**src/cnn_pkg.sv**
```systemverilog
`default_nettype none

package cnn_pkg;

	parameter int DATA_W      = 8;  // signed fm and weight values
	parameter int ACC_W       = 24;
	parameter int FM_SIZE_MAX = 8;
	parameter int KS_MAX      = 3;
	parameter int DEPTH_MAX   = 4;
	parameter int KNUM_MAX    = 4;

	// fm word at slice*64 + x*8 + y
	parameter int FM_ADDR_W = 8;
	// weight at bank*36 + slice*9 + ky*3 + kx
	parameter int W_ADDR_W  = 7;

	typedef logic signed [DATA_W-1:0] data_t;
	typedef logic signed [ACC_W-1:0]  acc_t;
	typedef logic [FM_ADDR_W-1:0]     fm_addr_t;
	typedef logic [W_ADDR_W-1:0]      w_addr_t;
	typedef logic [3:0]               size_t; // sides, depth, kernel count

	typedef enum logic [1:0] {
		LOAD,
		RUN,
		WAIT_W, // kernel start held back by a pending refill
		DONE
	} layer_state_t;

endpackage

`default_nettype wire

```
**src/fm_ram.sv**
```systemverilog
`timescale 1ns/1ps
`default_nettype none

module fm_ram #(
	parameter int FM_SIZE_MAX = cnn_pkg::FM_SIZE_MAX,
	parameter int DEPTH_MAX   = cnn_pkg::DEPTH_MAX
) (
	input  wire                    clk,
	input  wire                    we_i,
	input  wire cnn_pkg::fm_addr_t waddr_i,
	input  wire cnn_pkg::data_t    wdata_i,
	input  wire cnn_pkg::fm_addr_t raddr_i,
	output cnn_pkg::data_t         rdata_o
);
	import cnn_pkg::*;

	// one full plane per slice, even for smaller maps
	localparam int WORDS = DEPTH_MAX * FM_SIZE_MAX * FM_SIZE_MAX;

	data_t mem [WORDS];

	always_ff @(posedge clk) begin
		if (we_i) begin
			mem[waddr_i] <= wdata_i; // host load
		end
	end

	// registered read, data one cycle after address
	always_ff @(posedge clk) begin
		rdata_o <= mem[raddr_i];
	end

endmodule

`default_nettype wire

```
**src/weight_ram.sv**
```systemverilog
`timescale 1ns/1ps
`default_nettype none

module weight_ram #(
	parameter int KS_MAX    = cnn_pkg::KS_MAX,
	parameter int DEPTH_MAX = cnn_pkg::DEPTH_MAX
) (
	input  wire                   clk,
	input  wire                   rst,
	input  wire                   we_i,
	input  wire cnn_pkg::w_addr_t waddr_i,
	input  wire cnn_pkg::data_t   wdata_i,
	input  wire cnn_pkg::w_addr_t raddr_i,
	output cnn_pkg::data_t        rdata_o,
	input  wire                   refill_i,
	input  wire cnn_pkg::w_addr_t refill_base_i
);
	import cnn_pkg::*;

	localparam int BANK = DEPTH_MAX * KS_MAX * KS_MAX; // weights per kernel

	data_t mem [2*BANK];

	always_ff @(posedge clk) begin
		if (we_i) begin
			mem[waddr_i] <= wdata_i;
		end
		rdata_o <= mem[raddr_i];
	end

	// a refill may only touch the freed bank, never the one the engine reads
	a_refill_bank: assert property (@(posedge clk) disable iff (!rst)
		refill_i && we_i |->
			waddr_i >= refill_base_i && waddr_i < refill_base_i + BANK
			&& ((waddr_i >= BANK) != (raddr_i >= BANK)));

endmodule

`default_nettype wire

```
**src/window_counter.sv**
```systemverilog
`timescale 1ns/1ps
`default_nettype none

module window_counter #(
	parameter int FM_SIZE_MAX = cnn_pkg::FM_SIZE_MAX,
	parameter int KS_MAX      = cnn_pkg::KS_MAX,
	parameter int DEPTH_MAX   = cnn_pkg::DEPTH_MAX
) (
	input  wire                 clk,
	input  wire                 rst,
	input  wire                 clear_i,
	input  wire                 advance_i,
	input  wire                 bank_i,
	input  wire cnn_pkg::size_t fm_size_i,
	input  wire cnn_pkg::size_t kernel_size_i,
	input  wire cnn_pkg::size_t fm_depth_i,
	input  wire cnn_pkg::size_t kernel_num_i,
	output cnn_pkg::fm_addr_t   fm_raddr_o,
	output cnn_pkg::w_addr_t    w_raddr_o,
	output logic                first_tap_o,
	output logic                last_tap_o,
	output logic                kernel_end_o,
	output logic                layer_end_o
);
	import cnn_pkg::*;

	localparam int FM_PLANE = FM_SIZE_MAX * FM_SIZE_MAX;
	localparam int KS_SQ    = KS_MAX * KS_MAX;
	localparam int W_BANK   = DEPTH_MAX * KS_SQ;

	size_t kernel;
	size_t x;
	size_t y;
	size_t slice;
	size_t ky;
	size_t kx;
	size_t xy_last;
	logic  kx_end;
	logic  ky_end;
	logic  slice_end;
	logic  y_end;
	logic  x_end;
	logic  k_end;
	logic  win_end;

	assign xy_last   = fm_size_i - kernel_size_i; // last valid window origin
	assign kx_end    = (kx == kernel_size_i - 4'd1);
	assign ky_end    = (ky == kernel_size_i - 4'd1);
	assign slice_end = (slice == fm_depth_i - 4'd1);
	assign y_end     = (y == xy_last);
	assign x_end     = (x == xy_last);
	assign k_end     = (kernel == kernel_num_i - 4'd1);
	assign win_end   = kx_end && ky_end && slice_end;

	// kx innermost, then ky, slice, y, x, kernel
	always_ff @(posedge clk or negedge rst) begin
		if (!rst) begin
			kernel <= '0;
			x      <= '0;
			y      <= '0;
			slice  <= '0;
			ky     <= '0;
			kx     <= '0;
		end else if (clear_i) begin
			kernel <= '0;
			x      <= '0;
			y      <= '0;
			slice  <= '0;
			ky     <= '0;
			kx     <= '0;
		end else if (advance_i) begin
			kx <= kx_end ? '0 : kx + 4'd1;
			if (kx_end) begin
				ky <= ky_end ? '0 : ky + 4'd1;
			end
			if (kx_end && ky_end) begin
				slice <= slice_end ? '0 : slice + 4'd1;
			end
			if (win_end) begin
				y <= y_end ? '0 : y + 4'd1;
				if (y_end) begin
					x <= x_end ? '0 : x + 4'd1;
					if (x_end) begin
						kernel <= k_end ? '0 : kernel + 4'd1; // wraps at layer end
					end
				end
			end
		end
	end

	assign fm_raddr_o = fm_addr_t'(slice * FM_PLANE + (x + kx) * FM_SIZE_MAX + (y + ky));
	assign w_raddr_o  = w_addr_t'(bank_i * W_BANK + slice * KS_SQ + ky * KS_MAX + kx);

	assign first_tap_o  = advance_i && kx == '0 && ky == '0 && slice == '0;
	assign last_tap_o   = advance_i && win_end;
	assign kernel_end_o = last_tap_o && y_end && x_end;
	assign layer_end_o  = kernel_end_o && k_end;

	a_kernel_fits: assert property (@(posedge clk) disable iff (!rst)
		advance_i |-> kernel_size_i <= fm_size_i);

endmodule

`default_nettype wire

```
**src/conv_fsm.sv**
```systemverilog
`timescale 1ns/1ps
`default_nettype none

module conv_fsm #(
	parameter int KS_MAX    = cnn_pkg::KS_MAX,
	parameter int DEPTH_MAX = cnn_pkg::DEPTH_MAX
) (
	input  wire                 clk,
	input  wire                 rst,
	input  wire [1:0]           layer_type_i,
	input  wire                 fm_load_done_i,
	input  wire                 w_load_done_i,
	input  wire                 fm_we_i,
	input  wire                 w_we_i,
	input  wire                 kernel_end_i,
	input  wire                 layer_end_i,
	input  wire cnn_pkg::size_t kernel_num_i,
	input  wire                 result_valid_i,
	output logic                advance_o,
	output logic                clear_o,
	output logic                bank_o,
	output logic                init_fm_ram_ready_o,
	output logic                init_weight_ram_ready_o,
	output logic                update_weight_o,
	output cnn_pkg::w_addr_t    update_weight_addr_o,
	output logic                layer_ready_o
);
	import cnn_pkg::*;

	localparam w_addr_t BANK1_BASE = w_addr_t'(DEPTH_MAX * KS_MAX * KS_MAX);

	layer_state_t state;
	layer_state_t state_nxt;
	size_t        kidx;       // index of the running kernel
	logic [1:0]   end_d;      // layer end, aligned to the mac output
	logic         refill_need;

	assign advance_o   = (state == RUN);
	assign clear_o     = (state == LOAD); // counters parked at zero while loading
	assign refill_need = ({1'b0, kidx} + 5'd2) < {1'b0, kernel_num_i};

	always_comb begin
		state_nxt = state;
		case (state)
			LOAD: begin
				if (layer_type_i == 2'd1 && init_fm_ram_ready_o && init_weight_ram_ready_o) begin
					state_nxt = RUN;
				end
			end
			RUN: begin
				if (layer_end_i) begin
					state_nxt = DONE;
				end else if (kernel_end_i) begin
					state_nxt = WAIT_W;
				end
			end
			WAIT_W: begin
				if (!update_weight_o) begin
					state_nxt = RUN;
				end
			end
			DONE: begin
				if (layer_type_i == 2'd0) begin
					state_nxt = LOAD;
				end
			end
			default: state_nxt = LOAD;
		endcase
	end

	always_ff @(posedge clk or negedge rst) begin
		if (!rst) begin
			state <= LOAD;
		end else begin
			state <= state_nxt;
		end
	end

	// init ready flags, only tracked while loading
	always_ff @(posedge clk or negedge rst) begin
		if (!rst) begin
			init_fm_ram_ready_o     <= 1'b0;
			init_weight_ram_ready_o <= 1'b0;
		end else if (state == LOAD) begin
			if (fm_load_done_i) begin
				init_fm_ram_ready_o <= 1'b1;
			end else if (fm_we_i) begin
				init_fm_ram_ready_o <= 1'b0;
			end
			if (w_load_done_i) begin
				init_weight_ram_ready_o <= 1'b1;
			end else if (w_we_i) begin
				init_weight_ram_ready_o <= 1'b0;
			end
		end
	end

	// bank swap and refill requests
	always_ff @(posedge clk or negedge rst) begin
		if (!rst) begin
			bank_o               <= 1'b0;
			kidx                 <= '0;
			update_weight_o      <= 1'b0;
			update_weight_addr_o <= '0;
		end else if (state == LOAD) begin
			bank_o <= 1'b0;
			kidx   <= '0;
		end else if (advance_o && kernel_end_i) begin
			bank_o <= ~bank_o;
			kidx   <= kidx + 4'd1;
			if (refill_need) begin
				update_weight_o      <= 1'b1;
				update_weight_addr_o <= bank_o ? BANK1_BASE : '0; // bank just freed
			end
		end else if (w_load_done_i) begin
			update_weight_o <= 1'b0;
		end
	end

	always_ff @(posedge clk or negedge rst) begin
		if (!rst) begin
			end_d         <= '0;
			layer_ready_o <= 1'b0;
		end else begin
			end_d <= {end_d[0], layer_end_i};
			if (state != DONE) begin
				layer_ready_o <= 1'b0;
			end else if (end_d[1] && result_valid_i) begin
				layer_ready_o <= 1'b1; // final window has left the mac
			end
		end
	end

	a_fm_write_in_load: assert property (@(posedge clk) disable iff (!rst)
		fm_we_i |-> state == LOAD);

endmodule

`default_nettype wire

```
**src/conv_mac.sv**
```systemverilog
`timescale 1ns/1ps
`default_nettype none

module conv_mac #(
	parameter int ACC_W = cnn_pkg::ACC_W
) (
	input  wire                 clk,
	input  wire                 rst,
	input  wire cnn_pkg::data_t fm_i,
	input  wire cnn_pkg::data_t w_i,
	input  wire                 first_tap_i,
	input  wire                 last_tap_i,
	output cnn_pkg::acc_t       result_o,
	output logic                result_valid_o
);
	import cnn_pkg::*;

	logic                          first_d; // tap flags aligned to ram data
	logic                          last_d;
	logic signed [2*DATA_W-1:0]    prod;
	logic signed [ACC_W-1:0]       acc;
	logic signed [ACC_W-1:0]       sum;

	assign prod = fm_i * w_i;
	assign sum  = (first_d ? '0 : acc) + ACC_W'(prod); // restart on first tap

	always_ff @(posedge clk or negedge rst) begin
		if (!rst) begin
			first_d <= 1'b0;
			last_d  <= 1'b0;
		end else begin
			first_d <= first_tap_i;
			last_d  <= last_tap_i;
		end
	end

	always_ff @(posedge clk) begin
		acc <= sum;
	end

	always_ff @(posedge clk or negedge rst) begin
		if (!rst) begin
			result_o       <= '0;
			result_valid_o <= 1'b0;
		end else begin
			result_valid_o <= last_d;
			if (last_d) begin
				result_o <= sum; // window total incl. last product
			end
		end
	end

endmodule

`default_nettype wire

```
**src/conv_layer.sv**
```systemverilog
`timescale 1ns/1ps
`default_nettype none

module conv_layer #(
	parameter int FM_SIZE_MAX = cnn_pkg::FM_SIZE_MAX,
	parameter int KS_MAX      = cnn_pkg::KS_MAX,
	parameter int DEPTH_MAX   = cnn_pkg::DEPTH_MAX,
	parameter int ACC_W       = cnn_pkg::ACC_W
) (
	input  wire                    clk,
	input  wire                    rst,
	input  wire [1:0]              layer_type_i,
	input  wire cnn_pkg::size_t    fm_size_i,
	input  wire cnn_pkg::size_t    kernel_size_i,
	input  wire cnn_pkg::size_t    fm_depth_i,
	input  wire cnn_pkg::size_t    kernel_num_i,
	input  wire                    fm_we_i,
	input  wire cnn_pkg::fm_addr_t fm_waddr_i,
	input  wire cnn_pkg::data_t    fm_wdata_i,
	input  wire                    fm_load_done_i,
	input  wire                    w_we_i,
	input  wire cnn_pkg::w_addr_t  w_waddr_i,
	input  wire cnn_pkg::data_t    w_wdata_i,
	input  wire                    w_load_done_i,
	output logic                   init_fm_ram_ready_o,
	output logic                   init_weight_ram_ready_o,
	output logic                   update_weight_o,
	output cnn_pkg::w_addr_t       update_weight_addr_o,
	output logic                   result_valid_o,
	output cnn_pkg::acc_t          result_o,
	output logic                   layer_ready_o
);
	import cnn_pkg::*;

	fm_addr_t fm_raddr;
	w_addr_t  w_raddr;
	data_t    fm_rdata;
	data_t    w_rdata;
	logic     advance;
	logic     clear;
	logic     bank;
	logic     first_tap;
	logic     last_tap;
	logic     kernel_end;
	logic     layer_end;

	fm_ram #(.FM_SIZE_MAX(FM_SIZE_MAX), .DEPTH_MAX(DEPTH_MAX)) i_fm_ram (
		.clk     (clk),
		.we_i    (fm_we_i),
		.waddr_i (fm_waddr_i),
		.wdata_i (fm_wdata_i),
		.raddr_i (fm_raddr),
		.rdata_o (fm_rdata)
	);

	// refill window given by the pending request
	weight_ram #(.KS_MAX(KS_MAX), .DEPTH_MAX(DEPTH_MAX)) i_weight_ram (
		.clk           (clk),
		.rst           (rst),
		.we_i          (w_we_i),
		.waddr_i       (w_waddr_i),
		.wdata_i       (w_wdata_i),
		.raddr_i       (w_raddr),
		.rdata_o       (w_rdata),
		.refill_i      (update_weight_o),
		.refill_base_i (update_weight_addr_o)
	);

	window_counter #(
		.FM_SIZE_MAX (FM_SIZE_MAX),
		.KS_MAX      (KS_MAX),
		.DEPTH_MAX   (DEPTH_MAX)
	) i_window_counter (
		.clk           (clk),
		.rst           (rst),
		.clear_i       (clear),
		.advance_i     (advance),
		.bank_i        (bank),
		.fm_size_i     (fm_size_i),
		.kernel_size_i (kernel_size_i),
		.fm_depth_i    (fm_depth_i),
		.kernel_num_i  (kernel_num_i),
		.fm_raddr_o    (fm_raddr),
		.w_raddr_o     (w_raddr),
		.first_tap_o   (first_tap),
		.last_tap_o    (last_tap),
		.kernel_end_o  (kernel_end),
		.layer_end_o   (layer_end)
	);

	conv_fsm #(.KS_MAX(KS_MAX), .DEPTH_MAX(DEPTH_MAX)) i_conv_fsm (
		.clk                     (clk),
		.rst                     (rst),
		.layer_type_i            (layer_type_i),
		.fm_load_done_i          (fm_load_done_i),
		.w_load_done_i           (w_load_done_i),
		.fm_we_i                 (fm_we_i),
		.w_we_i                  (w_we_i),
		.kernel_end_i            (kernel_end),
		.layer_end_i             (layer_end),
		.kernel_num_i            (kernel_num_i),
		.result_valid_i          (result_valid_o),
		.advance_o               (advance),
		.clear_o                 (clear),
		.bank_o                  (bank),
		.init_fm_ram_ready_o     (init_fm_ram_ready_o),
		.init_weight_ram_ready_o (init_weight_ram_ready_o),
		.update_weight_o         (update_weight_o),
		.update_weight_addr_o    (update_weight_addr_o),
		.layer_ready_o           (layer_ready_o)
	);

	conv_mac #(.ACC_W(ACC_W)) i_conv_mac (
		.clk            (clk),
		.rst            (rst),
		.fm_i           (fm_rdata),
		.w_i            (w_rdata),
		.first_tap_i    (first_tap),
		.last_tap_i     (last_tap),
		.result_o       (result_o),
		.result_valid_o (result_valid_o)
	);

endmodule

`default_nettype wire

```
**config.mk**
```make
export PLATFORM = sky130hd
export DESIGN_NAME = conv_layer
export DESIGN_NICKNAME = d
export VERILOG_FILES = /design/src/cnn_pkg.sv /design/src/fm_ram.sv /design/src/weight_ram.sv /design/src/window_counter.sv /design/src/conv_fsm.sv /design/src/conv_mac.sv /design/src/conv_layer.sv
export SDC_FILE = /design/constraint.sdc
export NUM_CORES = 2
export LEC_CHECK = 0
export BUFFER_PORTS_ARGS = -buffer_cell sky130_fd_sc_hd__buf_2
export CAP_MARGIN = 20
export CORE_ASPECT_RATIO = 0.6
export CORE_MARGIN = 3
export CORE_UTILIZATION = 67
export CTS_CLUSTER_SIZE = 30
export DETAILED_ROUTE_END_ITERATION = 8
export PLACE_DENSITY = 0.85
export SYNTH_ARGS = -nofsm -noshare
export SYNTH_HDL_FRONTEND = slang
export SYNTH_HIERARCHICAL = 1
export SYNTH_SLANG_ARGS = --single-unit
```
**constraint.sdc**
```tcl
create_clock -name clk -period 19 [get_ports clk]
set_input_delay 1.9 -clock clk [delete_from_list [all_inputs] [get_ports clk]]
set_output_delay 1.9 -clock clk [all_outputs]
set_load 0.01 [all_outputs]
```
### Word-level counts from Yosys, hierarchy flattened

Memories as Yosys holds them, arrays and structs flattened. A register that Yosys moved wholly into a read port is not among the register bits.
Index checks and enable logic that the tools add are counted.

* memories: 2
* output and inout port bits: 36
* register bits: 95
* bits of input ports: 55
* bits in writable memories: 2624

* order comparisons: 1
* equal/unequal tests: 16
* multipliers: 4
* mux-type cells: 51
* bitwise operators: 2
* add/sub/neg operators: 20
* reduce and logical (&&, ||, !) cells: 39

Memories
* i_fm_ram.mem: depth 256, bits a word 8, read ports 1, clocked after Yosys merged registers in 1, wr ports 1, line fm_ram.sv:20 `data_t mem [WORDS];`
* i_weight_ram.mem: depth 72, bits a word 8, read ports 1, clocked after Yosys merged registers in 1, wr ports 1, line weight_ram.sv:22 `data_t mem [2*BANK];`

Operators by type and width (count)
* 4-bit two-way mux: 28
* 4-bit by 1-bit adder with 4-bit output (second input constant): 7
* 24-bit adder: 1
* 4-bit == test: 6
* 24-bit two-way mux: 1
* 2-bit nonzero test: 11
* 8-bit adder: 2
* 8-bit by 8-bit multiplier with 16-bit output: 1
* 1-bit two-way mux: 15
* 1-bit logical AND: 13
* 4-bit logical NOT: 3
* 4-bit by 1-bit subtractor with 4-bit output (second input constant): 3
* 4-bit by 4-bit adder with 5-bit output: 2
* 2-bit two-way mux: 5
* 2-bit AND reduction: 5
* 3-bit AND reduction: 3
* 2-bit case mux with 4 select lines: 1
* 4-bit AND reduction: 2
* 7-bit by 4-bit adder with 7-bit output: 1
* 7-bit by 6-bit adder with 7-bit output: 1
* 7-bit adder: 1
* 4-bit by 4-bit multiplier with 7-bit output (second input constant): 1
* 4-bit by 2-bit multiplier with 6-bit output (second input constant): 1
* 6-bit two-way mux: 1
* other kinds (11): 18

### Longest topological paths before layout

* depth after elaboration: 10
* gate-level depth with buffers: 28
* depth with buffers taken out: 28

### By module

Netlist, hierarchy kept.

By module, submodules not included
* fm_ram: cells an instance 3733, seq. area each 61659.1 um2, instances 1, area an instance 79556.3 um2
* weight_ram: cells an instance 1026, seq. area each 17456.7 um2, instances 1, area an instance 22628.0 um2
* conv_mac: cells an instance 571, seq. area each 1156.1 um2, instances 1, area an instance 5524.0 um2
* window_counter: cells an instance 315, seq. area each 600.6 um2, instances 1, area an instance 2976.6 um2
* conv_fsm: cells an instance 84, seq. area each 350.3 um2, instances 1, area an instance 803.3 um2

### Worst setup path before layout

Ideal clock, no wire load.

* path type: register to register
* from: register i_weight_ram.rdata_o[7], read port of i_weight_ram.mem
* to: register i_conv_mac.result_o[21]
* path buffers: 1
* stages on the path, launching flop included: 25
* period minus slack after synthesis: 6459 ps
* data arrival time: 6391 ps
* setup slack: 12541 ps
* path through: dfxtp_1 nor2b_1 fa_1 fa_1 fa_1 inv_1 fa_1 inv_1 ha_1 a21oi_1 o211ai_2 a2111oi_4 o21ai_2 and2_1 buf_6 inv_1 ha_1 a21oi_1 nor2_1 o211ai_1 o2111ai_1 or3_1 o31a_1 or4_1 nand3_1

* cells in the longest elaborated chain, start to end: 2

RTL lines
* start: declaration: line weight_ram.sv:14 `output cnn_pkg::data_t rdata_o,`
* 8-bit by 8-bit multiplier with 16-bit output: line conv_mac.sv:24 `assign prod = fm_i * w_i;`
* 24-bit adder: line conv_mac.sv:25 `assign sum = (first_d ? '0 : acc) + ACC_W'(prod);`
* end signal: assignment: line conv_mac.sv:48 `result_o <= sum;`
* end: declaration: line conv_mac.sv:13 `output cnn_pkg::acc_t result_o,`

Every way passes these cells.
A chain may end at the register's enable or synchronous reset.

### Worst setup path after layout

Ends and elaborated chain as after synthesis.

==> metrics.md <==
| Metric | Value |
|---|---|
| CTS sink count | 2729 |
| Clk Tree Root Cell | clkbuf_16 |
| Top-area cell type share of the netlist area | 70.68% |
| Highest routing layer actually used | met5 |
| Fin cells | 8270 |
| Critical path endpoint category | register |
| Hold slack | 0.3767 ns |
| Fin crit period | 7.199 ns |
| Cells after DPL | 7831 |
| Synth-to-Final Area Change | 8.661% |
| CP Max Fanout | 9 |
| Share of cells above drive strength 1 | 20.40% |
| Yosys reg bits | 2729 |
| Vias per inst | 7.434 |
| Wirelength, routed | 300600 µm |
| Clock Pin Slew Worst Setup and Hold Paths | 0.07 ns |
| CTS tree | done |
| Initial drt markers | 11.26k |
| Row count | 115 |
| Antenna-violating nets left | 0 |
| Cells after Synth | 5729 |
| Skew-Pair Late Insertion Delay | 0.90 ns |
| Starting Density | 67.73% |
| Fmax | 0.1389 GHz |
| DIE WIDTH | 532.6 µm |
| Relative slew margins | 14.61% |
| First-pass GRT wire length | 435700 µm |
| Vias in the first global route | 60.73k |
| Number of CTS-inserted buffers | 228 |
| Mapped Avg Cell Area | 19.46 µm² |
| Largest net degree at the start of global routing | 158 |
| Hold_buf cts | 0 |
| Sequential cell area | 0.08122 mm² |
| Area of the multi-input gates | 0.02801 mm² |
| CTS-repair resized insts | 0 |
| Final #Nets | 6081 |
| Synth area leaders | edfxtp_1 71%, mux4_2 12%, mux2i_1 1.5% |
| Setup_tns | 0 ns |
| Hold Vio Cnt, Final | 0 |
| Met3 WL | 52540 µm |
| CTS max path bufs | 4 |
| Crit start category | register |
| FF-to-FF path depth | 23 |
| H-tree levels | 4 |
| Status | completed |
| Total number of vias | 61.48k |
| Met2 wire len | 133500 µm |
| Util after Layout | 73.60% |
| RSZ-0062 raised after global routing | false |
| Setup Buffers After CTS | 0 |
| EDFF count, synth | 2624 |
| Die Area | 0.1715 mm² |
| Distinct cells, synth | 101 |
| Worst hold path depth | 0 |
| Critical path class | register to register |
| # port buffers | 85 |
| Post-DP HPWL | 170700 µm |
| Gr usage total | 35.32% |
| Min-Delay Path Class | register to register |
| Leading area contributor after synthesis | edfxtp_1 |
| Cell area after synthesis | 0.1115 mm² |
| Fraction of registers with async set/reset | 2.382% |
| Drt drc | 0 |
| Core Region | 0.1646 mm² |
| Max-slew violations | 0 |
| WP data required | 19.78 ns |
| Clk_skew | 0.06094 ns |
| Sequential share of the synthesized area | 72.85% |
| Period utilization | 37.89% |
| Total gr overflow | 0 |
| First drt pass iteration count | 8 |
| Worst-Margin Slew | 1.281 ns |
| Routability cong. | 0.9043 |
| Filler Cells Inserted | 8551 |
| Warnings, synthesis | 6 |
| WL/cell | 36.35 µm |
| Synth Flop Type | edfxtp_1 |
| Initial antenna violation count | 22 |
| Worst EP arrival | 7.98 ns |
| Max_cap viols | 0 |
| Final setup vio count | 0 |
| WL met1 | 102900 µm |
| Ports | 91 |
| Die height | 322.0 µm |
## registers in the layout, indices dropped and copies added, names as in the netlist, 8 cells and up
signal                count
i_weight_ram/mem        576
i_weight_ram/rdata_o      8
i_conv_mac/acc           24
i_fm_ram/mem           2048
i_conv_mac/result_o      24
i_fm_ram/rdata_o          8
## kinds of logic (layout without fill, tap and decap cells)
group | count (synthesis) | after routing | synth area share [%]
AOI/OAI and AO/OA | 579 | 579 | 3.641
xor gates and xnor gates | 86 | 86 | 0.8361
DFF | 2729 | 2729 | 72.85
muxes | 811 | 811 | 14.16
buffers and inverters | 455 | 751 | 2.210
other | 1 | 23 | 0.003364
adders and majority gates | 170 | 170 | 2.378
and+or+nand+nor | 898 | 898 | 3.919
## synth_stat cells, drive strengths merged, types with 11 or more instances
cell	n
edfxtp	2624
mux4	608
nor2	394
buf	173
mux2i	166
a21oi	148
inv	147
a22oi	137
clkbuf	133
nand2	113
ha	99
nor2b	77
nand3	72
fa	70
dfrtp	65
and2	62
xnor2	61
o21ai	54
o221ai	47
nor3	41
dfxtp	40
mux2	37
nor4	37
o22ai	29
nand2b	28
a221oi	27
nand4	23
a211oi	19
a21o	18
o211ai	18
xor2	16
a22o	15
and3	11
## worst max-delay path, cell delays in order, from the launching register on
cell and delay (ns):
dfxtp_1 0.56, nor2b_1 0.25, fa_1 0.44, fa_1 0.52
fa_1 0.54, inv_1 0.05, fa_1 0.52, inv_1 0.04
ha_1 0.35, a21oi_1 0.22, o211ai_2 0.19, a2111o_1 0.49
nand3_1 0.17, and2_1 0.25, inv_1 0.21, ha_1 0.38
a21oi_1 0.32, nor2_1 0.11, o211ai_1 0.11, o2111ai_1 0.15
or3_1 0.35, o31a_1 0.30, or4_1 0.49, nand3_1 0.09
## cell usage in the layout (no fill, tap or decap), types with 49 or more instances in the layout
cell,count
a21oi_1,146
a22oi_1,137
and2_1,61
buf_2,77
buf_4,104
clkbuf_16,229
clkinv_1,49
dfrtp_1,65
edfxtp_1,2624
fa_1,69
ha_1,94
inv_1,146
mux2i_1,166
mux4_2,604
nand2_1,113
nand3_1,71
nor2_1,389
nor2b_1,73
xnor2_1,50
## final timing paths
check                                                      end                            start  slack (ns)
max in group asynchronous   i_conv_mac/result_o[1]$_DFFE_PN0P_                              rst       16.94
setup / recovery           i_conv_mac/result_o[21]$_DFFE_PN0P_  i_weight_ram/rdata_o[7]$_DFF_P_       11.80
hold / removal                   i_conv_fsm/end_d[1]$_DFF_PN0_    i_conv_fsm/end_d[0]$_DFF_PN0_        0.38
min in group asynchronous        i_conv_fsm/end_d[1]$_DFF_PN0_                              rst        1.06
hold reg to reg                  i_conv_fsm/end_d[1]$_DFF_PN0_    i_conv_fsm/end_d[0]$_DFF_PN0_        0.38
setup reg to reg           i_conv_mac/result_o[21]$_DFFE_PN0P_  i_weight_ram/rdata_o[7]$_DFF_P_       11.80
## layer usage
| metal | track usage [%] | vias up |
|---|---|---|
| li1 | - | 23440 |
| met1 | 51.20 | 31070 |
| met2 | 50.83 | 6048 |
| met3 | 12.97 | 916 |
| met4 | 11.81 | 14 |
| met5 | 0 | - |
## through the flow
stage                     instance area [µm²]  setup WS [ns]
after global placement                 113800          12.02
after global routing                   121100          11.39
after CTS                              120900          11.88
after detailed placement               113800          11.91
final                                  121100          11.80
after floorplan                        111500          12.54
## layout make-up
cell class              count  area share, %
diodes                     18        0.03718
flip-flops and latches   2729          67.05
clock inverters           135          1.018
well taps                2223          2.296
repair buffers            200          1.171
multi-input cells        2549          23.12
clock buffers             267          4.848
inverters                 149         0.4617
Power is left out: the tool's default activity adds up to more than one toggle a clock period on the data nets, which glitch-free logic cannot reach.
